===== config.mk =====
export PLATFORM = sky130hd
export DESIGN_NAME = datapath6502
export DESIGN_NICKNAME = d
export VERILOG_FILES = /design/src/common/cpuPkg.sv /design/src/common/execBusIf.sv /design/src/datapath6502.sv /design/src/execute/statusReg.sv /design/src/execute/decimalAdjust.sv /design/src/execute/aluCore.sv /design/src/registerFile.sv
export VERILOG_INCLUDE_DIRS = /design/src /design/src/common
export SDC_FILE = /design/constraint.sdc
export NUM_CORES = 1
export LEC_CHECK = 0
export BUFFER_PORTS_ARGS = -buffer_cell sky130_fd_sc_hd__buf_2
export CORE_UTILIZATION = 50
export DETAILED_ROUTE_END_ITERATION = 6
export GPL_ROUTABILITY_DRIVEN = 0
export PLACE_DENSITY = 0.78
export SETUP_SLACK_MARGIN = 0.15
export SYNTH_ARGS = -nofsm -noshare
export SYNTH_HDL_FRONTEND = slang
export SYNTH_SLANG_ARGS = --single-unit

===== constraint.sdc =====
create_clock -name phi0 -period 7.75 [get_ports phi0]
set_input_delay 0.775 -clock phi0 [delete_from_list [all_inputs] [get_ports phi0]]
set_output_delay 0.775 -clock phi0 [all_outputs]
set_load 0.1 [all_outputs]

===== src/common/cpu6502_config.svh =====
/* reset values, register select codes, ALU operation codes,
   carry-in choices and flag operation codes */
`ifndef CPU6502_CONFIG_SVH
`define CPU6502_CONFIG_SVH

// values after reset
`define SP_RESET 8'hFD
`define P_RESET 8'h24

// register selects, REG_IMM picks the operand input
`define REG_A 3'd0
`define REG_X 3'd1
`define REG_Y 3'd2
`define REG_S 3'd3
`define REG_IMM 3'd4

// ALU operations
`define OP_SUM 3'd0
`define OP_AND 3'd1
`define OP_EOR 3'd2
`define OP_OR 3'd3
`define OP_SR 3'd4

// carry-in source
`define CIN_ZERO 2'd0
`define CIN_ONE 2'd1
`define CIN_FLAG 2'd2

// flag operations of the transfer form
`define FOP_NONE 4'd0
`define FOP_SEC 4'd1
`define FOP_CLC 4'd2
`define FOP_SEI 4'd3
`define FOP_CLI 4'd4
`define FOP_SED 4'd5
`define FOP_CLD 4'd6
`define FOP_CLV 4'd7
`define FOP_LOADP 4'd8

`endif

===== src/common/cpuPkg.sv =====
/* microword types: ALU form, transfer form and the union of both */
`default_nettype none

package cpuPkg;

  // ALU form, kind bit set
  typedef struct packed {
    logic       kind;
    logic [2:0] aluOp;
    logic [2:0] srcA;
    logic [2:0] srcB;
    logic       invertB;
    logic [1:0] carryIn;
    logic       decimalEn;
    logic [1:0] dest;
  } aluWordT;

  // transfer form, kind bit clear
  typedef struct packed {
    logic       kind;
    logic [2:0] src;
    logic [1:0] dest;
    logic       writeDest;
    logic       updateNZ;
    logic [3:0] flagOp;
    logic [3:0] spare;
  } xferWordT;

  // kind sits in bit 15 in both views, so either member can test it
  typedef union packed {
    aluWordT  alu;
    xferWordT xfer;
  } microWordU;

endpackage

`default_nettype wire


===== src/common/execBusIf.sv =====
/* internal source buses and execute results shared by the
   register file, ALU, decimal stage and status register */
`default_nettype none

interface execBusIf (
  input logic phi0
);

  // source buses, ALU inputs A and B
  logic [7:0] sbBus;
  logic [7:0] dbBus;

  // final execute result
  logic [7:0] result;
  logic       resultCarry;
  logic       resultOverflow;

  // write-back request
  logic       writeEn;
  logic [1:0] writeSel;

  modport regs (
    output sbBus, dbBus, writeEn, writeSel,
    input  result
  );

  modport exec (
    input  phi0, sbBus, dbBus, writeEn, writeSel,
    output result, resultCarry, resultOverflow
  );

endinterface

`default_nettype wire


===== src/datapath6502.sv =====
/* execute datapath top: register file, ALU, decimal adjust and
   status register around the shared internal buses */
`default_nettype none

module datapath6502
  import cpuPkg::*;
(
  input  logic       phi0,
  input  logic       arstN,
  input  logic       step,
  input  microWordU  microWord,
  input  logic [7:0] operand,
  output logic [7:0] accum,
  output logic [7:0] xReg,
  output logic [7:0] yReg,
  output logic [7:0] stackPtr,
  output logic [7:0] status
);

  // binary ALU outputs into the decimal stage
  logic [7:0] binSum;
  logic       binCarry;
  logic       binOverflow;
  logic       halfCarry;

  // flags fed back from P
  logic       carryFlag;
  logic       decimalFlag;

  execBusIf busIf (.phi0(phi0));

  registerFile regFile (
    .phi0     (phi0),
    .arstN    (arstN),
    .step     (step),
    .microWord(microWord),
    .operand  (operand),
    .bus      (busIf.regs),
    .accum    (accum),
    .xReg     (xReg),
    .yReg     (yReg),
    .stackPtr (stackPtr)
  );

  aluCore alu (
    .bus        (busIf.exec),
    .microWord  (microWord),
    .carryFlag  (carryFlag),
    .binSum     (binSum),
    .binCarry   (binCarry),
    .binOverflow(binOverflow),
    .halfCarry  (halfCarry)
  );

  decimalAdjust decAdj (
    .bus        (busIf.exec),
    .microWord  (microWord),
    .decimalFlag(decimalFlag),
    .binSum     (binSum),
    .binCarry   (binCarry),
    .binOverflow(binOverflow),
    .halfCarry  (halfCarry)
  );

  statusReg pReg (
    .phi0       (phi0),
    .arstN      (arstN),
    .step       (step),
    .microWord  (microWord),
    .bus        (busIf.exec),
    .status     (status),
    .carryFlag  (carryFlag),
    .decimalFlag(decimalFlag)
  );

endmodule

`default_nettype wire


===== src/execute/statusReg.sv =====
/* NV-BDIZC status register with ALU flag update, set/clear
   operations and P loads */
`default_nettype none
`include "cpu6502_config.svh"

module statusReg
  import cpuPkg::*;
(
  input  logic       phi0,
  input  logic       arstN,
  input  logic       step,
  input  microWordU  microWord,
  execBusIf.exec     bus,
  output logic [7:0] status,
  output logic       carryFlag,
  output logic       decimalFlag
);

  localparam logic [7:0] P_INIT = `P_RESET;

  logic       nFlag;
  logic       vFlag;
  logic       dFlag;
  logic       iFlag;
  logic       zFlag;
  logic       cFlag;
  logic [7:0] res;

  assign res = bus.result;

  always_ff @(posedge phi0 or negedge arstN) begin
    if (!arstN) begin
      nFlag <= P_INIT[7];
      vFlag <= P_INIT[6];
      dFlag <= P_INIT[3];
      iFlag <= P_INIT[2];
      zFlag <= P_INIT[1];
      cFlag <= P_INIT[0];
    end else if (step) begin
      if (microWord.alu.kind) begin
        nFlag <= res[7];
        zFlag <= (res == 8'h00);
        // logical ops keep C and V
        if (microWord.alu.aluOp == `OP_SUM || microWord.alu.aluOp == `OP_SR)
          cFlag <= bus.resultCarry;
        if (microWord.alu.aluOp == `OP_SUM)
          vFlag <= bus.resultOverflow;
      end else begin
        if (microWord.xfer.updateNZ) begin
          nFlag <= res[7];
          zFlag <= (res == 8'h00);
        end
        // flag op last, so a P load wins over the NZ update
        case (microWord.xfer.flagOp)
          `FOP_SEC: cFlag <= 1'b1;
          `FOP_CLC: cFlag <= 1'b0;
          `FOP_SEI: iFlag <= 1'b1;
          `FOP_CLI: iFlag <= 1'b0;
          `FOP_SED: dFlag <= 1'b1;
          `FOP_CLD: dFlag <= 1'b0;
          `FOP_CLV: vFlag <= 1'b0;
          `FOP_LOADP: {nFlag, vFlag, dFlag, iFlag, zFlag, cFlag} <=
                      {res[7:6], res[3:0]};
          default: ;
        endcase
      end
    end
  end

  // bit 5 reads 1, B reads 0
  assign status      = {nFlag, vFlag, 2'b10, dFlag, iFlag, zFlag, cFlag};
  assign carryFlag   = cFlag;
  assign decimalFlag = dFlag;

  // strobed transfer words carry a defined flag operation
  assert property (@(posedge phi0) disable iff (!arstN)
    (step && !microWord.xfer.kind) |-> (microWord.xfer.flagOp <= `FOP_LOADP));

endmodule

`default_nettype wire


===== src/execute/decimalAdjust.sv =====
/* BCD correction of the binary sum and final result selection */
`default_nettype none
`include "cpu6502_config.svh"

module decimalAdjust
  import cpuPkg::*;
(
  execBusIf.exec    bus,
  input  microWordU microWord,
  input  logic      decimalFlag,
  input  logic [7:0] binSum,
  input  logic      binCarry,
  input  logic      binOverflow,
  input  logic      halfCarry
);

  logic       decMode;
  logic       loAdj;
  logic       hiAdj;
  logic [8:0] addStep;
  logic [7:0] addResult;
  logic [7:0] subResult;

  assign decMode = microWord.alu.kind && (microWord.alu.aluOp == `OP_SUM) &&
                   microWord.alu.decimalEn && decimalFlag;

  // add, low nibble first, then high nibble on the adjusted value
  assign loAdj = halfCarry || (binSum[3:0] > 4'd9);
  assign addStep = {1'b0, binSum} + (loAdj ? 9'h006 : 9'h000);
  assign hiAdj = binCarry || addStep[8] || (addStep[7:4] > 4'd9);
  assign addResult = addStep[7:0] + (hiAdj ? 8'h60 : 8'h00);

  // subtract, a missing nibble carry means that nibble borrowed
  assign subResult = binSum - (halfCarry ? 8'h00 : 8'h06) - (binCarry ? 8'h00 : 8'h60);

  always_comb begin
    if (!microWord.alu.kind) begin
      bus.result      = bus.sbBus;
      bus.resultCarry = binCarry;
    end else if (decMode && !microWord.alu.invertB) begin
      bus.result      = addResult;
      bus.resultCarry = hiAdj;
    end else if (decMode) begin
      bus.result      = subResult;
      bus.resultCarry = binCarry;
    end else begin
      bus.result      = binSum;
      bus.resultCarry = binCarry;
    end
  end

  // V is the binary overflow in every mode
  assign bus.resultOverflow = binOverflow;

endmodule

`default_nettype wire


===== src/execute/aluCore.sv =====
/* binary ALU: sum, AND, EOR, OR and shift right with carry,
   overflow and half carry */
`default_nettype none
`include "cpu6502_config.svh"

module aluCore
  import cpuPkg::*;
(
  execBusIf.exec     bus,
  input  microWordU  microWord,
  input  logic       carryFlag,
  output logic [7:0] binSum,
  output logic       binCarry,
  output logic       binOverflow,
  output logic       halfCarry
);

  logic [7:0] opA;
  logic [7:0] opB;
  logic       cin;
  logic [8:0] fullSum;
  logic [4:0] lowSum;

  assign opA = bus.sbBus;
  // inverted B for subtract and compare
  assign opB = microWord.alu.invertB ? ~bus.dbBus : bus.dbBus;

  always_comb begin
    case (microWord.alu.carryIn)
      `CIN_ONE:  cin = 1'b1;
      `CIN_FLAG: cin = carryFlag;
      default:   cin = 1'b0;
    endcase
  end

  assign fullSum = {1'b0, opA} + {1'b0, opB} + {8'h00, cin};
  // carry out of the low nibble for the decimal stage
  assign lowSum = {1'b0, opA[3:0]} + {1'b0, opB[3:0]} + {4'h0, cin};
  assign halfCarry = lowSum[4];

  always_comb begin
    binCarry    = carryFlag;
    binOverflow = 1'b0;
    case (microWord.alu.aluOp)
      `OP_SUM: begin
        binSum      = fullSum[7:0];
        binCarry    = fullSum[8];
        binOverflow = (opA[7] == opB[7]) && (fullSum[7] != opA[7]);
      end
      `OP_AND: binSum = opA & opB;
      `OP_EOR: binSum = opA ^ opB;
      `OP_OR:  binSum = opA | opB;
      `OP_SR: begin
        binSum   = {cin, opA[7:1]};
        binCarry = opA[0];
      end
      default: binSum = opA;
    endcase
  end

  // strobed ALU words carry one of the five operations
  assert property (@(posedge bus.phi0)
    (bus.writeEn && microWord.alu.kind) |->
      microWord.alu.aluOp inside {`OP_SUM, `OP_AND, `OP_EOR, `OP_OR, `OP_SR});

endmodule

`default_nettype wire


===== src/registerFile.sv =====
/* A, X, Y and S registers with source bus selection and write-back */
`default_nettype none
`include "cpu6502_config.svh"

module registerFile
  import cpuPkg::*;
(
  input  logic       phi0,
  input  logic       arstN,
  input  logic       step,
  input  microWordU  microWord,
  input  logic [7:0] operand,
  execBusIf.regs     bus,
  output logic [7:0] accum,
  output logic [7:0] xReg,
  output logic [7:0] yReg,
  output logic [7:0] stackPtr
);

  // register or operand onto a bus
  function automatic logic [7:0] pickSource(
    input logic [2:0] sel,
    input logic [7:0] a,
    input logic [7:0] x,
    input logic [7:0] y,
    input logic [7:0] s,
    input logic [7:0] imm
  );
    case (sel)
      `REG_A:  return a;
      `REG_X:  return x;
      `REG_Y:  return y;
      `REG_S:  return s;
      default: return imm;
    endcase
  endfunction

  always_comb begin
    if (microWord.alu.kind) begin
      bus.sbBus    = pickSource(microWord.alu.srcA, accum, xReg, yReg, stackPtr, operand);
      bus.dbBus    = pickSource(microWord.alu.srcB, accum, xReg, yReg, stackPtr, operand);
      bus.writeSel = microWord.alu.dest;
      bus.writeEn  = step;
    end else begin
      // transfers only use the SB side
      bus.sbBus    = pickSource(microWord.xfer.src, accum, xReg, yReg, stackPtr, operand);
      bus.dbBus    = 8'h00;
      bus.writeSel = microWord.xfer.dest;
      bus.writeEn  = step & microWord.xfer.writeDest;
    end
  end

  always_ff @(posedge phi0 or negedge arstN) begin
    if (!arstN) begin
      accum    <= 8'h00;
      xReg     <= 8'h00;
      yReg     <= 8'h00;
      stackPtr <= `SP_RESET;
    end else if (bus.writeEn) begin
      case ({1'b0, bus.writeSel})
        `REG_A:  accum    <= bus.result;
        `REG_X:  xReg     <= bus.result;
        `REG_Y:  yReg     <= bus.result;
        default: stackPtr <= bus.result;
      endcase
    end
  end

  // strobed words select one of the five defined sources
  assert property (@(posedge phi0) disable iff (!arstN)
    step |-> (microWord.alu.kind ?
              (microWord.alu.srcA <= `REG_IMM) && (microWord.alu.srcB <= `REG_IMM) :
              (microWord.xfer.src <= `REG_IMM)));

endmodule

`default_nettype wire


==> impl_metrics.tcl <==
set metrics [dict create \
    critPathSlowestCell "fa_1" \
    n_fill_cell 880 \
    drv_slew 0 \
    synth_top_family_by_area "compound AO/OA/AOI/OAI gates" \
    port_buffers 64 \
    synth_warnings 0 \
    vias 4903 \
    tightest_slew_ns 0.880 \
    ys_seq_area_share_pct 19.9 \
    path_class "input pin to register" \
    synth_top_area_share_pct 15.6 \
    busiest_layer "met2" \
    grt_max_degree 40 \
    clock_latency_ns 0.30 \
    synth-xor-area-share_pct 3.09 \
    start_util_pct 51.9 \
    ys_async_sr_fraction_pct 100 \
    cap_violations 0 \
    h-tree-depth 2 \
    setup_violations 0 \
    muxShareOfSynthArea_pct 16.2 \
    synth_fa_ha_area_share_pct 9.19 \
    via_per_inst 6.48 \
    row_count 35 \
    max_stage_delay_ns 0.47 \
    synth_ff_type "dfrtp_1" \
    cts_buffers 5 \
    clock_skew_ns 0.0103 \
    timing.final.crit_share_pct 89.2 \
    use_met2_pct 48.5 \
    synth-edff-count 0 \
    worstHoldPathType "register to register" \
    antenna_cells 0 \
    antenna_found_initial 0 \
    overflow 0 \
    min_period_ns 6.91 \
    syn_nets 653 \
    final_layout_size_suffix_gt1_share_pct 22.9 \
    die-area_um2 10000 \
    vdd_drop_max_mv 0.344 \
    status "finished clean" \
    synth_top_area_cell "dfrtp_1" \
    cts_root_buf "clkbuf_8" \
    nets 687 \
    cts_buffer_depth 2 \
    max_slew_margin_pct 40.4 \
    critical_path_required_ns 7.93 \
    drcViolationCount 0 \
    synth_seq_cells 38 \
    cts.sinks 38 \
    place_inst 749 \
    crit_path_end_kind "register" \
    worstPathArrival_ns 7.10 \
    core_um2 9280 \
    grt_pass1_wl_um 23800 \
    hold_viol_final 0 \
    synth_area_um2 4820 \
    rsz0062_at_grt "false" \
    area_growth_syn_to_layout_pct 8.12 \
    avgSynthCellArea_um2 8.13 \
    grt_use_met1_pct 40.0 \
    hpwl_um 11400 \
    grt_pass1_vias 4606 \
    fin_setup_tns_ns 0 \
    first_iter_violations 554 \
    hold_slack_ns 0.504 \
    start_kind "input pin" \
    postRouteWirelength_um 15000 \
    final_cell_mix "72 x nand2_1, 64 x buf_2, 39 x o21ai_0" \
    total_leakage_power_nw 2.32 \
    synth_area_leaders "dfrtp_1 16%, ha_1 7.5%, mux2_2 6.3%, nand2_1 5.6%, mux4_2 4.7%" \
    place_ws_ns 0.480 \
    setup_slack_ns 0.835 \
    synth_compound_area_share_pct 22.6 \
    fmax_mhz 145 \
    p_per_area_nw_per_um2 296 \
    post-cts-setup-buffer-count 0 \
    synthSimpleGateAreaFrac_pct 20.6 \
    dr.pass1.iters 5 \
    clk_pin_slew_ns 0.08 \
    grt_usage_pct 30.2 \
    synthCells 593 \
    synth.distinct_cells 81 \
    fp.dieH_um 100 \
    use_met3_pct 3.48 \
    layout_commonest_cell "nand2_1" \
    crit_fanout 7 \
    layoutNonFillerInstCount 757 \
    io_pins 67 \
    antenna_left 0 \
    fp.dieW_um 100 \
    cts_tree "done" \
    wl_per_cell_um 19.8 \
]
-- cells in the mapped netlist, types with 3 or more instances --
cell type  number
fa_1            4
o22ai_1         3
mux2_2         27
or2_2           3
o311ai_1        3
nor3_1         14
buf_2          10
xor2_1          6
o21ai_0        40
buf_1           6
ha_1           29
nor2_1         37
nor2b_1         9
a21o_1          5
nand2b_1       11
buf_4          11
clkbuf_1       17
nand3_1        10
a21oi_1        33
o221ai_1        8
dfstp_2         8
mux4_2         10
nor4_1          3
or2_1           4
inv_1          36
o31ai_1         3
a221oi_1        4
xnor2_1        11
and3b_1         3
or3_1           5
nand3b_1        6
a2bb2oi_1       4
a211oi_1        6
a31oi_1        14
a311oi_1        4
nand2_1        72
mux2i_1        22
dfrtp_1        30
buf_6           3
-- path summary, 6_finish.rpt --
kind,startpoint,endpoint,slack [ns],depth (start not counted)
worst max-delay path,microWord[6],regFile.yReg[7],0.84,32
max in group asynchronous,arstN,pReg.nFlag,6.64,1
worst min-delay path,pReg.nFlag,pReg.nFlag,0.50,1
worst max register to register,regFile.stackPtr[0],regFile.yReg[7],1.12,31
min in group asynchronous,arstN,regFile.yReg[1],0.58,1
worst min register to register,pReg.nFlag,pReg.nFlag,0.50,1
-- kinds of logic after synthesis --
kind of cell    Yosys count
mux                      61
fa+ha+maj                33
flops                    38
simple gates            197
other cells               2
xor+xnor                 17
compound gates          159
buf+inv                  86
-- power by group --
| part | internal [mW] | leakage, nW | switching, mW |
|---|---|---|---|
| clock network | 0.0635 | 0.0374 | 0.0767 |
| logic | 0.292 | 1.83 | 0.773 |
| registers | 0.264 | 0.452 | 0.0765 |
| total | 0.619 | 2.32 | 0.926 |
-- state kept, by name, summed over array words and instances, names as in the netlist --
signal and count:
regFile.accum 8, regFile.stackPtr 8, regFile.xReg 8, regFile.yReg 8
pReg.carryFlag 1, pReg.decimalFlag 1, pReg.iFlag 1, pReg.nFlag 1
pReg.vFlag 1, pReg.zFlag 1
-- layout make-up --
| class | count | area, um2 | share of cell area (%) |
|---|---|---|---|
| clock inverter | 2 | 15.0 | 0.288 |
| sequential | 38 | 961 | 18.4 |
| clock buffer | 6 | 72.6 | 1.39 |
| multi-input combinational | 469 | 3460 | 66.4 |
| timing repair buffer | 74 | 395 | 7.58 |
| inverter | 39 | 146 | 2.81 |
| tap | 129 | 161 | 3.10 |
-- worst max-delay path, delay by kind of cell --
kind	cells	cell delay (ns)
AO/OA/AOI/OAI	9	1.12
XOR/XNOR	1	0.22
adder cells (fa/ha/maj)	6	2.10
buffers and inverters	3	0.39
multiplexers	3	0.75
AND/OR/NAND/NOR	10	1.73
-- through the flow --
step                power, mW  util (%)  area (um2)
CTS                      1.53      56.2        5210
global placement         1.36      55.2        5130
global route             1.62      56.2        5210
finish                   1.55      56.2        5210
detailed placement       1.39      55.2        5130
floorplan                1.19         -        4820
-- repair_timing --
action | in CTS | in global routing
endpoints found under the setup margin | 0 | 1
gates resized for setup | 0 | 1
hold buffers | 0 | 0
-- metal layers --
metal / share of wire [%] / wire [um]
met1: 42 / 6300
met2: 46 / 6920
met3: 7.3 / 1100
met4: 4.5 / 677
met5: 0 / 0
(Power assumes the default switching activity.)
